[src/ulpb_defs.svh]
`ifndef ULPB_DEFS_SVH
`define ULPB_DEFS_SVH

// Message layout
`define ULPB_ADDR_WIDTH 8
`define ULPB_DATA_WIDTH 32

`define ULPB_RESET_CNT 2	// Cycles of bus reset

// Ring population
`define ULPB_NUM_NODES 3
`define ULPB_ADDR_BASE 8'ha0	// Node i answers base plus i

`endif
[src/ulpb_pkg.sv]
`include "ulpb_defs.svh"

package ulpb_pkg;
	typedef logic [`ULPB_ADDR_WIDTH-1:0] ulpb_addr_t;
	typedef logic [`ULPB_DATA_WIDTH-1:0] ulpb_data_t;

	typedef struct packed {
		ulpb_addr_t addr;	// Sent first
		ulpb_data_t data;
	} ulpb_msg_t;

	typedef enum logic [2:0] {
		ph_idle,
		ph_arb,		// Arbitration resolved
		ph_drive1,
		ph_latch1,
		ph_drive2,
		ph_latch2,
		ph_reset
	} ulpb_phase_e;

	typedef enum logic [1:0] {
		mode_idle,
		mode_tx,
		mode_rx,
		mode_fwd
	} ulpb_mode_e;
endpackage

[src/ulpb_mediator.sv]
`timescale 1ns/1ps
`include "ulpb_defs.svh"

module ulpb_mediator #(
	parameter int RESET_CNT = `ULPB_RESET_CNT
) (
	input logic CLK,
	input logic RESET,
	input logic ring_in,
	output logic ring_out,
	output logic bus_clk,
	output logic bus_active
);
	import ulpb_pkg::*;

	localparam int RST_W = $clog2(RESET_CNT + 1);
	localparam logic [RST_W-1:0] RST_LOAD = RST_W'(RESET_CNT - 1);

	ulpb_phase_e phase;
	logic [RST_W-1:0] rst_cnt;
	logic [1:0] samp;
	logic toggle_seen;	// End toggle round has passed
	logic tr_done;
	logic clk_en;

	assign bus_clk = CLK & clk_en;	// Enable only moves while CLK is low
	assign bus_active = clk_en;
	assign ring_out = (phase == ph_idle) ? 1'b1 : ring_in;

	always_ff @(negedge CLK or negedge RESET)
	begin
		if (!RESET)
			clk_en <= 1'b0;
		else if (!clk_en)
			clk_en <= !ring_in;	// Some node pulls low
		else if ((phase == ph_idle) && tr_done)
			clk_en <= 1'b0;
	end

	// Phase tracking, one step per bus clock
	always_ff @(posedge CLK or negedge RESET)
	begin
		if (!RESET)
		begin
			phase <= ph_idle;
			rst_cnt <= '0;
			samp <= '0;
			toggle_seen <= 1'b0;
			tr_done <= 1'b0;
		end
		else if (!clk_en)
		begin
			tr_done <= 1'b0;
		end
		else
		begin
			case (phase)
				ph_idle:
				begin
					phase <= ph_arb;
					toggle_seen <= 1'b0;
				end
				ph_arb: phase <= ph_drive1;
				ph_drive1:
				begin
					phase <= ph_latch1;
					samp <= {samp[0], ring_in};
				end
				ph_latch1: phase <= ph_drive2;
				ph_drive2:
				begin
					phase <= ph_latch2;
					samp <= {samp[0], ring_in};
				end
				ph_latch2:
				begin
					rst_cnt <= RST_LOAD;
					if (toggle_seen)
						phase <= ph_reset;	// Acknowledge round is over
					else
					begin
						phase <= ph_drive1;
						if (samp[1] ^ samp[0])
							toggle_seen <= 1'b1;
					end
				end
				default:
				begin
					if (rst_cnt == '0)
					begin
						phase <= ph_idle;
						tr_done <= 1'b1;
					end
					else
						rst_cnt <= rst_cnt - 1'b1;
				end
			endcase
		end
	end

endmodule

[config.mk]
export PLATFORM = sky130hd
export DESIGN_NAME = ulpb_mediator
export DESIGN_NICKNAME = d
export VERILOG_FILES = /design/src/ulpb_pkg.sv /design/src/ulpb_mediator.sv
export VERILOG_INCLUDE_DIRS = /design/src /design/src/src
export SDC_FILE = /design/constraint.sdc
export NUM_CORES = 1
export LEC_CHECK = 0
export BUFFER_PORTS_ARGS = -buffer_cell sky130_fd_sc_hd__buf_2
export CORE_AREA = 2 2 39 41
export DETAILED_ROUTE_END_ITERATION = 12
export DIE_AREA = 0 0 41 43
export GPL_ROUTABILITY_DRIVEN = 0
export RECOVER_POWER = 25
export SLEW_MARGIN = 20
export SYNTH_ARGS = -nofsm -noshare
export SYNTH_HDL_FRONTEND = slang
export SYNTH_SLANG_ARGS = --single-unit
[constraint.sdc]
create_clock -name CLK -period 1.9 [get_ports CLK]
set_clock_uncertainty 0.2 [all_clocks]
set_input_delay 0.19 -clock CLK [delete_from_list [all_inputs] [get_ports CLK]]
set_output_delay 0.19 -clock CLK [all_outputs]
set_load 0.005 [all_outputs]
==> results of run 1 <==
==> power by group <==
| group | total [mW] | switching, mW | leakage [nW] | internal (mW) |
|---|---|---|---|---|
| clock | 0.340 | 0.116 | 0.0395 | 0.224 |
| combinational | 0.937 | 0.456 | 0.236 | 0.481 |
| sequential | 0.389 | 0.0670 | 0.118 | 0.322 |
==> flip-flops by register name (all words and copies together) (netlist names) <==
register,flops
bus_active,1
samp,2
rst_cnt,2
toggle_seen,1
phase,3
tr_done,1
==> path summary, 6_finish.rpt <==
check / slack, ps / cells past startpoint / to
setup / recovery: -580 / 3 / bus_clk
hold / removal: 110 / 2 / phase[0]$_DFFE_PN0P_
setup reg to reg: -520 / 4 / rst_cnt[0]$_DFFE_PN0P_
hold reg to reg: 310 / 1 / rst_cnt[0]$_DFFE_PN0P_
max in group asynchronous: 170 / 2 / bus_active$_DFF_NN0_
min in group CLK: 310 / 1 / rst_cnt[0]$_DFFE_PN0P_
==> worst max-delay path, stage by stage (launching register included) <==
cell and delay (ps):
dfrtn_1 430, buf_6 110, and2_4 130, buf_6 80
==> cell type report <==
type	count	area, um^2
Fill cell	114	578.1
Multi-Input combinational cell	38	331.6
Sequential cell	10	250.2
Timing Repair Buffer	16	125.1
Clock buffer	8	60.06
Tap cell	16	20.02
Inverter	5	18.77
==> stage by stage <==
| stage | instances | util (%) | instance area (um^2) | setup WS, ps |
|---|---|---|---|---|
| 2_1_floorplan | 56 | - | 556.8 | -492.4 |
| 3_5_place_dp | 80 | 44.57 | 616.8 | -400.0 |
| 6_report | 93 | 58.23 | 805.8 | -578.2 |
| 4_1_cts | 91 | 54.70 | 757.0 | -573.5 |
| 5_1_grt | 93 | 58.23 | 805.8 | -624.7 |
| 3_3_place_gp | 80 | 44.57 | 616.8 | -399.4 |
==> cell usage after synthesis, drive strengths merged <==
| cell type | instances | share of area [%] |
|---|---|---|
| o21ai | 4 | 3.7 |
| or2 | 1 | 1.1 |
| and2 | 1 | 1.1 |
| nand3 | 1 | 0.91 |
| nor2 | 3 | 2.1 |
| a22o | 1 | 1.6 |
| inv | 5 | 3.4 |
| mux2 | 3 | 6.2 |
| buf | 3 | 4.8 |
| nand4 | 1 | 1.1 |
| o21bai | 1 | 1.4 |
| o41ai | 1 | 1.6 |
| mux2i | 2 | 3.7 |
| nand2 | 7 | 4.8 |
| nor3 | 1 | 0.91 |
| ha | 1 | 2.3 |
| dfrtn | 1 | 4.6 |
| nor2b | 2 | 2.7 |
| and3 | 1 | 1.4 |
| dfrtp | 9 | 41 |
| xor2 | 2 | 3.2 |
| a21oi | 3 | 2.7 |
| a211oi | 2 | 3.7 |
==> cell usage in the layout (no fill, tap or decap) <==
| cell | Yosys | final |
|---|---|---|
| a211oi_2 | 1 | 2 |
| a21oi_1 | 3 | 1 |
| a21oi_2 | 0 | 2 |
| a22o_1 | 1 | 1 |
| and2_4 | 0 | 1 |
| and3_4 | 0 | 1 |
| buf_2 | 0 | 3 |
| buf_4 | 2 | 7 |
| buf_6 | 1 | 4 |
| clkbuf_1 | 0 | 2 |
| clkbuf_4 | 0 | 6 |
| dfrtn_1 | 1 | 1 |
| dfrtp_1 | 9 | 9 |
| dlygate4sd3_1 | 0 | 2 |
| ha_1 | 1 | 1 |
| inv_1 | 5 | 5 |
| mux2_1 | 3 | 1 |
| mux2_4 | 0 | 2 |
| mux2i_1 | 2 | 2 |
| nand2_1 | 7 | 5 |
| nand2_2 | 0 | 1 |
| nand2_4 | 0 | 1 |
| nand3_1 | 1 | 1 |
| nand4_1 | 1 | 1 |
| nor2_1 | 3 | 2 |
| nor2_2 | 0 | 1 |
| nor2b_4 | 0 | 2 |
| nor3_2 | 0 | 1 |
| o21ai_0 | 3 | 1 |
| o21ai_1 | 1 | 1 |
| o21ai_2 | 0 | 1 |
| o21ai_4 | 0 | 1 |
| o21bai_1 | 1 | 1 |
| o41ai_2 | 0 | 1 |
| or2_1 | 1 | 1 |
| xor2_1 | 2 | 2 |
==> kinds of logic (layout without fill, tap and decap cells) <==
logic type | after synthesis | after routing | share of synthesized area, %
buffers and inverters | 8 | 29 | 8.219
AO/OA/AOI/OAI | 12 | 12 | 14.61
XOR/XNOR | 2 | 2 | 3.197
flip-flops | 10 | 10 | 45.66
AND/OR/NAND/NOR | 18 | 18 | 16.21
adder cells (fa/ha/maj) | 1 | 1 | 2.283
multiplexers | 5 | 5 | 9.817
==> layer usage <==
metal,up-vias,part of all wire [%]
li1,233,-
met4,0,1.4
met3,2,3.9
met1,230,40
met5,-,0
met2,21,54
==> what timing repair did <==
item | in CTS | in global routing
pin swaps | 2 | 4
setup endpoints to repair | 13 | 13
hold endpoints to repair | 10 | 0
buffers inserted | 2 | 2
resized for setup | 14 | 9
hold buffers | 2 | 0
==> impl_metrics.toml, run 1 <==
[finish]
layout-area-overhead-vs-synth_pct = 47.03
drive_gt1_share_pct = 48.05
nNetsFinal = 82
diodes = 0

[clocking]
insertion_delay_ps = 380
cts_tree = "done"
cts.clk_slew.worst_paths_ps = 70

[synth]
ys_seq_area_share_pct = 45.66
yosysWarnings = 0
synth-seq-cells = 10
netlist_area_um2 = 548.0
avgSynthCellArea_um2 = 9.786
synthDistinctLibCells = 27
syn_inst = 56
syn-num-nets = 60

[grt]
grt_max_degree = 11
antenna_found_initial = 0
busiest_layer = "met2"
grt_overflow = 0
grt_pass1_wl_um = 1973
met3_usage_pct = 10.47
grt_pass1_vias = 486
use_met1_pct = 19.33
grt_use_total_pct = 17.97
gr-usage-met2_pct = 23.44

[sta]
rsz0062_at_grt = "true"
finalHoldViolations = 0
relSlewSlack_pct = 62.93
setup_viol = 13
tns_ps = -4885
worst_pin_slew_ps = 556.0
maxSlewViolCount = 0
holdWs_ps = 113.1
worst_slack_ps = -578.2

[floorplan]
fp.dieArea_mm2 = 0.001763
placementRows = 14
num_io_pins = 6
die_x_um = 41
core_area_mm2 = 0.001384
initial_core_util_pct = 39.60
die_y_um = 43

[route]
drt_first_pass_iters = 5
drt_wl_total_um = 1312
vias = 486
first_iter_violations = 11
drc_errors = 0
ant_nets = 0
post_drt_via_cell_ratio = 5.226
wl_per_cell_um = 14.11

[run_status]
violations = "setup timing"
status = "complete, but fails checks"

[worst_setup_path]
required_ps = 1510
worstSetupStartpointType = "flop"
worstPathArrival_ps = 2090
r2r-start = "bus_active$_DFF_NN0_"
criticalPathCategory = "reg2out"
crit_fanout = 3
startpoint = "bus_active$_DFF_NN0_"
endpoint_kind = "output port"

[pwr]
vdd_drop_max_uv = 903.3
total_power_mw = 1.666
power.density_mw_per_mm2 = 2068
leakagePower_nw = 0.3933

[job]
drv_cap = 0

[worst_hold_path]
hold_path.class = "in2async"

[place]
dpl.hpwl_um = 754.1
io_buffers = 5
(Power assumes the default switching activity.)
==> run 2: changes to the inputs <==
--- a/config.mk
+++ b/config.mk
@@ -16,3 +16,4 @@
 export SYNTH_ARGS = -nofsm -noshare
 export SYNTH_HDL_FRONTEND = slang
 export SYNTH_SLANG_ARGS = --single-unit
+export TNS_END_PERCENT = 20
==> impl_metrics.toml, run 2 (synthesis results as in run 1) <==
[run_status]
status = "complete, but fails checks"
violations = "setup timing"

[pwr]
leakagePower_nw = 0.3874
pwr-share-clk_pct = 24.3
power.density_mw_per_mm2 = 1993
swShare_pct = 37.11
power_frac_comb_pct = 51.4
vdd_drop_max_uv = 710.6
power_switching_mw = 0.5931
p_int_mw = 1.005
seqPwrFrac_pct = 24.4

[worst_setup_path]
endpoint_kind = "output port"
startpoint = "bus_active$_DFF_NN0_"
r2r_slack_ps = -480
criticalPathCategory = "reg2out"
required_ps = 1510
r2r-end = "samp[1]$_DFFE_PN0P_"
worstSetupStartpointType = "flop"
crit_fanout = 3
worstPathArrival_ps = 2110
r2r-start = "bus_active$_DFF_NN0_"
reg2regPathDepth = 4

[sta]
maxSlewViolCount = 0
rsz0062_at_grt = "true"
relSlewSlack_pct = 82.57
tns_ps = -4956
finalHoldViolations = 0
worst_pin_slew_ps = 258.7
worst_slack_ps = -604.3
setup_viol = 13

[place]
dp_cells = 82
dpl.hpwl_um = 741.5
io_buffers = 5

[clocking]
insertion_delay_ps = 390
cts.clk_slew.worst_paths_ps = 70
cts_tree = "done"

[route]
post_drt_via_cell_ratio = 5.229
first_iter_violations = 18
ant_nets = 0
drc_errors = 0
wl_per_cell_um = 14.01
drt_wl_total_um = 1345
drt_first_pass_iters = 4
vias = 502

[floorplan]
core_area_mm2 = 0.001384
die_x_um = 41
initial_core_util_pct = 39.60
placementRows = 14
num_io_pins = 6
die_y_um = 43
fp.dieArea_mm2 = 0.001763

[worst_hold_path]
hold_path.class = "reg2reg"
min-delay-start = "samp[1]$_DFFE_PN0P_"
hold_path_depth = 1
min_to = "samp[1]$_DFFE_PN0P_"

[grt]
grt_max_degree = 11
grt_pass1_wl_um = 2049
grt_overflow = 0
antenna_found_initial = 0
grt_use_total_pct = 19.45
grt_pass1_vias = 481

[finish]
final_common_cell = "dfrtp_1"
final_cells = 96
drive_gt1_share_pct = 41.25
layout-area-overhead-vs-synth_pct = 46.35
regMostFlops = "phase"
final_cell_mix = "9 x dfrtp_1, 8 x buf_4, 6 x nand2_1, 6 x clkbuf_4, 5 x buf_6"
top_regs = "phase: 3 flops, rst_cnt: 2 flops, samp: 2 flops"
largest_register_ffs = 3
nNetsFinal = 85
diodes = 0

[job]
drv_cap = 0
## run 2: timing repair
item | 4_1_cts | 5_1_grt
pin swaps | 2 | 2
setup buffers | 1 | 2
endpoints found under the setup margin | 13 | 13
resized for setup | 12 | 2
hold buffers | 4 | 0
hold endpoints to repair | 10 | 0
## run 2: area by class of cell
cell class | instances | area, um^2
fillers | 114 | 581.8
clock buffers | 8 | 70.07
well taps | 16 | 20.02
repair buffers | 19 | 158.9
multi-input cells | 38 | 284.0
flip-flops and latches | 10 | 250.2
inverters | 5 | 18.77
## run 2: worst max path at each step
| stage | to | cells after the start |
|---|---|---|
| finish | bus_clk | 3 |
| global route | bus_clk | 3 |
| CTS | bus_clk | 3 |
| detailed placement | rst_cnt[0]$_DFFE_PN0P_ | 3 |
| global placement | rst_cnt[0]$_DFFE_PN0P_ | 3 |
| floorplan | rst_cnt[0]$_DFFE_PN0P_ | 3 |
## run 2: per-stage QoR
step / setup slack, ps / utilization, % / total power [mW] / cell area [um^2] / hold slack, ps
global route: -643.1 / 57.96 / 1.710 / 802.0 / 330.2
CTS: -608.9 / 56.78 / 1.545 / 785.8 / 315.3
global placement: -406.1 / 45.30 / 1.080 / 626.9 / -137.2
detailed placement: -424.1 / 45.30 / 1.085 / 626.9 / -138.2
floorplan: -492.4 / - / 0.8780 / 548.0 / -305.6
finish: -604.3 / 57.96 / 1.598 / 802.0 / 313.2
## run 2: power by group through the flow
stage | clock network (mW) | registers, mW | logic (mW)
final | 0.388 | 0.389 | 0.821
after global routing | 0.415 | 0.404 | 0.892
after CTS | 0.392 | 0.388 | 0.765
after detailed placement | 0.0409 | 0.386 | 0.659
after global placement | 0.0409 | 0.382 | 0.657
after floorplan | 0.0218 | 0.382 | 0.474
## run 2: routing by layer
metal  wire length [um]  GRT usage, %  share of wire (%)  up-vias
li1                   -             -                  -      240
met1                611         22.85                 45      240
met2                634         23.75                 47       17
met3                 62         11.52                4.6        5
met4                 37         16.67                2.8        0
met5                  0             0                  0        -
## run 2: worst max-delay path, cell delays in order (launching register included)
cell and delay, ps:
dfrtn_1 450, buf_6 120, and2_4 130, buf_6 80
