--- src/ulpb_defs.svh ---
`ifndef ULPB_DEFS_SVH
`define ULPB_DEFS_SVH

// Message layout
`define ULPB_ADDR_WIDTH 8
`define ULPB_DATA_WIDTH 32

`define ULPB_RESET_CNT 2	// Cycles of bus reset

// Ring population
`define ULPB_NUM_NODES 3
`define ULPB_ADDR_BASE 8'ha0	// Node i answers base plus i

`endif
--- src/ulpb_pkg.sv ---
`include "ulpb_defs.svh"

package ulpb_pkg;
	typedef logic [`ULPB_ADDR_WIDTH-1:0] ulpb_addr_t;
	typedef logic [`ULPB_DATA_WIDTH-1:0] ulpb_data_t;

	typedef struct packed {
		ulpb_addr_t addr;	// Sent first
		ulpb_data_t data;
	} ulpb_msg_t;

	typedef enum logic [2:0] {
		ph_idle,
		ph_arb,		// Arbitration resolved
		ph_drive1,
		ph_latch1,
		ph_drive2,
		ph_latch2,
		ph_reset
	} ulpb_phase_e;

	typedef enum logic [1:0] {
		mode_idle,
		mode_tx,
		mode_rx,
		mode_fwd
	} ulpb_mode_e;
endpackage

--- src/ulpb_node.sv ---
`timescale 1ns/1ps
`include "ulpb_defs.svh"

module ulpb_node #(
	parameter ulpb_pkg::ulpb_addr_t NODE_ADDR = `ULPB_ADDR_BASE,
	parameter int RESET_CNT = `ULPB_RESET_CNT
) (
	input logic CLK,
	input logic RESET,
	input logic din,
	output logic dout,
	input ulpb_pkg::ulpb_msg_t tx_msg,
	input logic req_tx,
	output logic ack_tx,
	output ulpb_pkg::ulpb_msg_t rx_msg,
	output logic req_rx,
	input logic ack_rx,
	output logic ack_received
);
	import ulpb_pkg::*;

	localparam int MSG_BITS = `ULPB_ADDR_WIDTH + `ULPB_DATA_WIDTH;
	localparam int CNT_W = $clog2(MSG_BITS + 1);
	localparam int RST_W = $clog2(RESET_CNT + 1);
	localparam logic [CNT_W-1:0] LAST_BIT = CNT_W'(MSG_BITS - 1);
	localparam logic [CNT_W-1:0] ADDR_BITS = CNT_W'(`ULPB_ADDR_WIDTH);
	localparam logic [RST_W-1:0] RST_LOAD = RST_W'(RESET_CNT - 1);

	ulpb_phase_e phase;
	ulpb_mode_e mode;
	logic [CNT_W-1:0] bit_cnt;	// Bits sent or received
	logic [RST_W-1:0] rst_cnt;
	logic [1:0] samp;	// Drive 1 and drive 2 samples
	logic out_reg;
	logic bits_done;	// Transmitter is in its end toggle round
	logic ack_round;	// Final round of the message
	ulpb_msg_t tx_sr;
	ulpb_msg_t rx_sr;

	logic request;
	logic win;
	logic toggle;
	logic addr_miss;
	logic tx_shift;
	logic rx_shift;
	logic rx_deliver;

	// No new request while the last one is still acknowledged
	assign request = req_tx & ~ack_tx;
	assign win = request & din;
	assign toggle = samp[1] ^ samp[0];
	assign addr_miss = (rx_sr[`ULPB_ADDR_WIDTH-1:0] != NODE_ADDR);

	assign tx_shift = (mode == mode_tx) && ((phase == ph_arb) || (phase == ph_latch2));
	assign rx_shift = (mode == mode_rx) && (phase == ph_latch2) && !ack_round && !toggle;
	assign rx_deliver = (mode == mode_rx) && (phase == ph_latch2) && !ack_round && toggle;

	// Ring output
	always_comb
	begin
		case (phase)
			ph_idle:
			begin
				dout = din & ~request;	// Requesters pull low
			end

			ph_arb:
			begin
				if (mode == mode_tx)
					dout = 1'b0;
				else
					dout = din;
			end

			ph_reset:
			begin
				dout = 1'b1;
			end

			default:
			begin
				case (mode)
					mode_tx:
					begin
						dout = out_reg;	// Breaks the ring during the message
					end

					mode_rx:
					begin
						if (ack_round)
							dout = out_reg;
						else
							dout = din;
					end

					default:
					begin
						dout = din;
					end
				endcase
			end
		endcase
	end

	// Phase sequence and role
	always_ff @(posedge CLK or negedge RESET)
	begin
		if (!RESET)
		begin
			phase <= ph_idle;
			mode <= mode_idle;
			bit_cnt <= '0;
			rst_cnt <= '0;
			out_reg <= 1'b1;
			bits_done <= 1'b0;
			ack_round <= 1'b0;
			ack_received <= 1'b0;
		end
		else
		begin
			case (phase)
				ph_idle:
				begin
					phase <= ph_arb;
					if (win)
						mode <= mode_tx;
					else
						mode <= mode_rx;
					bit_cnt <= '0;
					bits_done <= 1'b0;
					ack_round <= 1'b0;
					ack_received <= 1'b0;
				end

				ph_arb:
				begin
					phase <= ph_drive1;
					out_reg <= tx_sr[MSG_BITS-1];	// First address bit
				end

				ph_drive1:
				begin
					phase <= ph_latch1;
					if ((mode == mode_rx) && (bit_cnt == ADDR_BITS) && addr_miss)
						mode <= mode_fwd;
				end

				ph_latch1:
				begin
					phase <= ph_drive2;
					if ((mode == mode_tx) && bits_done && !ack_round)
						out_reg <= 1'b1;	// Second half of end toggle
					if ((mode == mode_rx) && ack_round)
						out_reg <= 1'b0;	// Second half of acknowledge
				end

				ph_drive2:
				begin
					phase <= ph_latch2;
				end

				ph_latch2:
				begin
					rst_cnt <= RST_LOAD;
					if (ack_round)
					begin
						phase <= ph_reset;
						if (mode == mode_tx)
							ack_received <= toggle;
					end
					else
					begin
						phase <= ph_drive1;
						case (mode)
							mode_tx:
							begin
								if (bits_done)
								begin
									ack_round <= 1'b1;
								end
								else if (bit_cnt == LAST_BIT)
								begin
									bits_done <= 1'b1;
									out_reg <= 1'b0;
								end
								else
								begin
									out_reg <= tx_sr[MSG_BITS-1];
									bit_cnt <= bit_cnt + 1'b1;
								end
							end

							mode_rx:
							begin
								if (toggle)
								begin
									ack_round <= 1'b1;
									out_reg <= 1'b1;
								end
								else
								begin
									bit_cnt <= bit_cnt + 1'b1;
								end
							end

							default:
							begin
								if (toggle)
									ack_round <= 1'b1;	// Forward one more round
							end
						endcase
					end
				end

				default:
				begin
					if (rst_cnt == '0)
					begin
						phase <= ph_idle;
						mode <= mode_idle;
					end
					else
					begin
						rst_cnt <= rst_cnt - 1'b1;
					end
				end
			endcase
		end
	end

	always_ff @(posedge CLK or negedge RESET)
	begin
		if (!RESET)
		begin
			samp <= '0;
		end
		else if ((phase == ph_drive1) || (phase == ph_drive2))
		begin
			samp <= {samp[0], din};
		end
	end

	// Message shift registers
	always_ff @(posedge CLK)
	begin
		if ((phase == ph_idle) && win)
			tx_sr <= tx_msg;
		else if (tx_shift)
			tx_sr <= {tx_sr[MSG_BITS-2:0], 1'b0};

		if (rx_shift)
			rx_sr <= {rx_sr[MSG_BITS-2:0], samp[0]};
	end

	// User handshakes
	always_ff @(posedge CLK or negedge RESET)
	begin
		if (!RESET)
		begin
			ack_tx <= 1'b0;
			req_rx <= 1'b0;
			rx_msg <= '0;
		end
		else
		begin
			if ((phase == ph_idle) && win)
				ack_tx <= 1'b1;
			else if (ack_tx && !req_tx)
				ack_tx <= 1'b0;

			if (rx_deliver)
			begin
				req_rx <= 1'b1;
				rx_msg <= rx_sr;
			end
			else if (req_rx && ack_rx)
			begin
				req_rx <= 1'b0;
			end
		end
	end

endmodule

--- config.mk ---
export PLATFORM = sky130hd
export DESIGN_NAME = ulpb_node
export DESIGN_NICKNAME = d
export VERILOG_FILES = /design/src/ulpb_pkg.sv /design/src/ulpb_node.sv
export VERILOG_INCLUDE_DIRS = /design/src /design/src/src
export SDC_FILE = /design/constraint.sdc
export NUM_CORES = 1
export LEC_CHECK = 0
export BUFFER_PORTS_ARGS = -buffer_cell sky130_fd_sc_hd__buf_2
export CAP_MARGIN = 40
export CORE_MARGIN = 5
export CORE_UTILIZATION = 30
export DETAILED_ROUTE_END_ITERATION = 6
export GPL_TIMING_DRIVEN = 0
export PLACE_DENSITY = 0.52
export SETUP_SLACK_MARGIN = 0.5
export SLEW_MARGIN = 20
export SYNTH_ARGS = -nofsm -noshare
export SYNTH_HDL_FRONTEND = slang
export SYNTH_SLANG_ARGS = --single-unit
--- constraint.sdc ---
create_clock -name CLK -period 3.15 [get_ports CLK]
set_input_delay 0 -clock CLK [delete_from_list [all_inputs] [get_ports CLK]]
set_output_delay 0 -clock CLK [all_outputs]
set_load 0.1 [all_outputs]
==> results of run 1 <==
## cell usage after synthesis (4+ instances only)
cell / n / area, µm²
mux2_2: 40 / 450.4
nand2b_1: 4 / 25.02
edfxtp_1: 80 / 2402
mux2_4: 39 / 585.6
o21ai_0: 10 / 50.05
nand2_1: 16 / 60.06
ha_1: 5 / 62.56
buf_12: 4 / 80.08
buf_6: 4 / 45.04
inv_1: 9 / 33.78
nor2_1: 15 / 56.30
buf_4: 4 / 30.03
or3_1: 4 / 25.02
a21oi_1: 12 / 60.06
dfrtp_1: 60 / 1501
mux2i_1: 4 / 40.04
## layout make-up
type | instances | area [µm²]
well taps | 265 | 331.6
inverters | 9 | 33.78
plain buffers | 19 | 185.2
clock buffers | 21 | 493.0
flip-flops and latches | 141 | 3930
clock inverters | 11 | 92.59
repair buffers | 136 | 948.4
fillers | 1838 | 11690
multi-input cells | 200 | 1826
## kinds of logic after synthesis
family / count (synthesis) / synth area share [%]
adder cells (fa/ha/maj): 5 / 1.048
XOR/XNOR: 4 / 0.5867
multiplexers: 86 / 18.58
flip-flops: 141 / 65.81
AND/OR/NAND/NOR: 65 / 6.055
AO/OA/AOI/OAI: 40 / 4.253
buffers and inverters: 28 / 3.666
## worst min path at each step
| stage | to | from | slack (ns) | cells after the start |
|---|---|---|---|---|
| 2_1_floorplan | ack_received$_DFFE_PN0P_ | RESET | -0.30 | 0 |
| 3_3_place_gp | ack_tx$_DFFE_PN0P_ | req_tx | 0.24 | 2 |
| 3_5_place_dp | req_rx$_DFFE_PN0P_ | RESET | -0.06 | 1 |
| 4_1_cts | req_rx$_DFFE_PN0P_ | RESET | 0.03 | 2 |
| 5_1_grt | req_rx$_DFFE_PN0P_ | RESET | 0.05 | 2 |
| 6_report | req_rx$_DFFE_PN0P_ | RESET | 0.04 | 2 |
## per-stage QoR
step	util, %	std cells	area [µm²]	setup WS, ns	hold slack (ns)
3_3_place_gp	34.54	722	6745	0.2048	0.2379
3_5_place_dp	34.90	726	6814	0.8410	-0.06176
5_1_grt	40.15	802	7840	0.5296	0.04842
2_1_floorplan	-	369	5973	0.5291	-0.2956
4_1_cts	40.15	802	7840	0.7061	0.02873
6_report	40.15	802	7840	0.7445	0.03647
## routing by layer
metal | wire length [µm] | vias up | global-route usage [%]
met5 | 0 | - | 0
met1 | 5361 | 1759 | 13.64
li1 | - | 1665 | -
met3 | 742 | 8 | 4.099
met4 | 86 | 0 | 2.856
met2 | 5411 | 97 | 16.99
## what timing repair did
| item | CTS | global route |
|---|---|---|
| setup endpoints to repair | 0 | 0 |
| hold buffers | 44 | 0 |
| endpoints found under the hold margin | 104 | 0 |
==> flow_summary.json, run 1 <==
{
  "wire_per_inst_um": 14.47,
  "crit_chain": "inv_1 > ha_1 > buf_2 > nor2b_1 > o31ai_1 > a21oi_1 > a21oi_1 > o21ai_1 > buf_2",
  "setup.worst_path.end": "dout",
  "grt_setup_unrepaired": "false",
  "ys_warn_count": 0,
  "cp_slowest_stage_delay_ns": 0.46,
  "cp.required_ns": 3.15,
  "io_buffers": 88,
  "io_pins": 89,
  "dieArea_um2": 22830,
  "critPathLaunch": "mode[0]$_DFFE_PN0P_",
  "hpwl_um": 7773,
  "fin_worst_skew_ns": 0.01789,
  "floorplan.initialDensity_pct": 30.58,
  "critPathKind": "reg -> out",
  "antenna_found_initial": 0,
  "slew-limit-headroom_pct": 62.95,
  "avgSynthCellArea_um2": 16.18,
  "finalHoldViolations": 0,
  "syn_inst": 369,
  "first_pass_iters": 4,
  "final.period_utilization_pct": 76.36,
  "grt_use_total_pct": 10.66,
  "top_regs": "rx_msg (40), rx_sr (40), tx_sr (40)",
  "max_cap_viol_count": 0,
  "areaGrowthSynthToFinish_pct": 31.28,
  "die_w_um": 151.1,
  "num-nets-final": 574,
  "drc": 0,
  "worst-path-buf-inv": 3,
  "core_um2": 19530,
  "rrSetupSlack_ns": 0.86,
  "numCtsBuffers": 17,
  "rr_worst_depth": 6,
  "grt_pass1_wl_um": 19000,
  "synthFlopType": "edfxtp_1",
  "post_cts_buffers": 0,
  "cts-resized-gates": 0,
  "cts_tree": "yes",
  "path_delay_family": "buffers and inverters",
  "dr_total_vias": 3529,
  "ys_ff_latch": 141,
  "insertion_delay_ns": 0.42,
  "clk_path_buf_depth": 2,
  "cts_sinks": 141,
  "drive_gt1_share_pct": 41.90,
  "worst_pin_slew_ns": 0.5558,
  "status": "finished clean",
  "grt.overflow.total": 0,
  "gp_congestion": 0.7687,
  "finalSetupViolations": 0,
  "hp-class": "in -> async",
  "htree_levels": 4,
  "rows": 51,
  "syn_nets": 419,
  "clk_pin_slew_ns": 0.07,
  "fp.dieH_um": 151.1,
  "ys_seq_area_share_pct": 65.81,
  "grt_max_degree": 37,
  "synth_area_um2": 5972,
  "final_cell_mix": "91 x buf_2, 80 x edfxtp_1, 60 x dfrtp_1",
  "diodes": 0,
  "drv_slew": 0,
  "async_flop_share_pct": 43.26,
  "ys_types": 50,
  "root_buffer": "clkbuf_16",
  "drtIter0Drc": 169,
  "cp-start-kind": "flip-flop",
  "layout_commonest_cell": "buf_2",
  "reg2reg_to": "tx_sr[24]$_DFFE_PP_",
  "end_kind": "output pin",
  "max_freq_mhz": 415.7,
  "grt_pass1_vias": 3672,
  "cp_max_fo": 9,
  "arrival_ns": 2.41,
  "timing.rr.start": "phase[0]$_DFFE_PN0P_",
  "setup_tns_ns": 0,
  "via_per_inst": 4.400,
  "ant_nets": 0,
  "cp_num_cells": 9,
  "period_needed_ns": 2.405,
  "cp_slowest_cell": "buf_2",
  "synth_edf_count": 80,
  "drt-total-wl_um": 11600
}
Power of run 1 is not shown: default switching activity piles up to over one toggle a cycle in this logic, so the estimate is an artifact.
==> run 2: changes to the inputs <==
==> constraint.sdc (replaced) <==
create_clock -name CLK -period 2.3 [get_ports CLK]
set_input_delay 0 -clock CLK [delete_from_list [all_inputs] [get_ports CLK]]
set_output_delay 0 -clock CLK [all_outputs]
set_load 0.1 [all_outputs]
==> flow_summary.json, run 2 (synthesis results as in run 1) <==
{
  "fin_worst_skew_ns": 0.009499,
  "via_per_inst": 4.498,
  "grt_max_degree": 36,
  "period_needed_ns": 1.977,
  "grt_pass1_wl_um": 21090,
  "setup_tns_ns": 0,
  "max_cap_viol_count": 0,
  "num-nets-final": 624,
  "final.period_utilization_pct": 85.94,
  "top_regs": "rx_msg (40), rx_sr (40), tx_sr (40)",
  "clk_path_buf_depth": 2,
  "reg2reg_to": "rx_msg[26]$_DFFE_PN0P_",
  "gp_congestion": 0.7521,
  "top_layer": "met4",
  "power_leakage_nw": 3.691,
  "critPathKind": "reg -> reg",
  "cp-start-kind": "flip-flop",
  "drv_slew": 0,
  "slew-limit-headroom_pct": 65.66,
  "grt.overflow.total": 0,
  "layout_commonest_cell": "buf_2",
  "die_w_um": 151.1,
  "wl_met1_um": 6331,
  "drc": 0,
  "wire_per_inst_um": 16.45,
  "dp_cells": 724,
  "final_cell_mix": "88 x buf_2, 80 x edfxtp_1, 77 x mux2_4",
  "fp.dieH_um": 151.1,
  "io_pins": 89,
  "io_buffers": 88,
  "p_per_area_nw_per_um2": 1458,
  "dieArea_um2": 22830,
  "root_buffer": "clkbuf_16",
  "timing.rr.start": "mode[0]$_DFFE_PN0P_",
  "arrival_ns": 2.28,
  "cts_tree": "yes",
  "grt_setup_unrepaired": "true",
  "first_pass_iters": 4,
  "clk_pin_slew_ns": 0.07,
  "finalSetupViolations": 0,
  "rrSetupSlack_ns": 0.32,
  "drive_gt1_share_pct": 52.13,
  "rr_worst_depth": 9,
  "core_um2": 19530,
  "htree_levels": 4,
  "floorplan.initialDensity_pct": 30.58,
  "cp.required_ns": 2.60,
  "met2WireLength_um": 6731,
  "cts_sinks": 141,
  "route.met3.wl_um": 801,
  "cp_max_fo": 10,
  "max_freq_mhz": 505.9,
  "worst_pin_slew_ns": 0.5187,
  "drtIter0Drc": 158,
  "fin_total_pwr_mw": 12.85,
  "antenna_found_initial": 0,
  "dr_total_vias": 3832,
  "rows": 51,
  "irDropWorstVdd_mv": 0.5772,
  "areaGrowthSynthToFinish_pct": 47.60,
  "insertion_delay_ns": 0.42,
  "status": "finished clean",
  "finalHoldViolations": 0,
  "hp-class": "in -> async",
  "ant_nets": 0,
  "drt-total-wl_um": 14010,
  "final_core_util_pct": 45.14,
  "fill_cells": 1733,
  "end_kind": "flip-flop",
  "grt_pass1_vias": 3898,
  "hpwl_um": 7731,
  "numCtsBuffers": 17,
  "diodes": 0,
  "stdcell_count": 852,
  "grt_use_total_pct": 12.07
}
==> run 2: how the worst max path moves through the flow <==
stage	startpoint	slack, ns	depth (start not counted)	to
2_1_floorplan	phase[0]$_DFFE_PN0P_	0.43	5	tx_sr[0]$_SDFFCE_PN0P_
3_3_place_gp	phase[0]$_DFFE_PN0P_	0.17	5	tx_sr[9]$_DFFE_PP_
3_5_place_dp	phase[1]$_DFFE_PN0P_	0.14	5	tx_sr[15]$_DFFE_PP_
4_1_cts	mode[0]$_DFFE_PN0P_	0.26	9	dout
5_1_grt	mode[0]$_DFFE_PN0P_	0.24	9	dout
6_report	mode[0]$_DFFE_PN0P_	0.32	9	rx_msg[26]$_DFFE_PN0P_
==> run 2: per-layer routing <==
metal | vias up | track usage [%]
met5 | - | 0
met4 | 0 | 4.352
met3 | 12 | 3.920
met2 | 95 | 18.53
met1 | 1934 | 16.03
li1 | 1791 | -
==> run 2: per-stage QoR <==
| step | setup WS, ns | area (µm²) | hold slack [ns] |
|---|---|---|---|
| after detailed placement | 0.1392 | 6808 | -0.04993 |
| after global routing | 0.2391 | 8815 | 0.06308 |
| after floorplan | 0.4333 | 6008 | -0.2956 |
| final | 0.3233 | 8815 | 0.04445 |
| after CTS | 0.2563 | 8434 | 0.02967 |
| after global placement | 0.1651 | 6780 | 0.2365 |
==> run 2: power breakdown <==
group / total (mW) / switching, mW / internal [mW]
Combinational: 6.46 / 4.39 / 2.07
Sequential: 3.73 / 0.353 / 3.37
Clock: 2.66 / 1.22 / 1.44
==> run 2: area by class of cell <==
| cell class | count | area [µm²] | share of cell area (%) |
|---|---|---|---|
| multi-input combinational | 210 | 2261 | 25.65 |
| inverter | 9 | 33.78 | 0.3833 |
| clock buffer | 17 | 425.4 | 4.826 |
| timing repair buffer | 176 | 1426 | 16.18 |
| sequential | 141 | 3934 | 44.63 |
| buffer | 19 | 251.5 | 2.853 |
| clock inverter | 15 | 151.4 | 1.718 |
| tap | 265 | 331.6 | 3.762 |
==> run 2: worst max-delay path: stages, from the launching register on <==
cell and delay [ns]:
dfrtp_1 0.40, inv_1 0.07, ha_2 0.17, buf_6 0.10, nor2b_4 0.17, buf_4 0.17
and3_4 0.19, buf_12 0.14, buf_12 0.15, mux2_4 0.30
==> run 2: timing repair <==
action                                 in CTS  in global routing
setup endpoints to repair                 166                160
pin swaps                                   6                 10
hold buffers                               44                  0
endpoints found under the hold margin     104                  0
gates cloned                                8                  8
buffers inserted                           25                 11
gates resized for setup                    70                 44
Power figures use the tool's default switching activity.
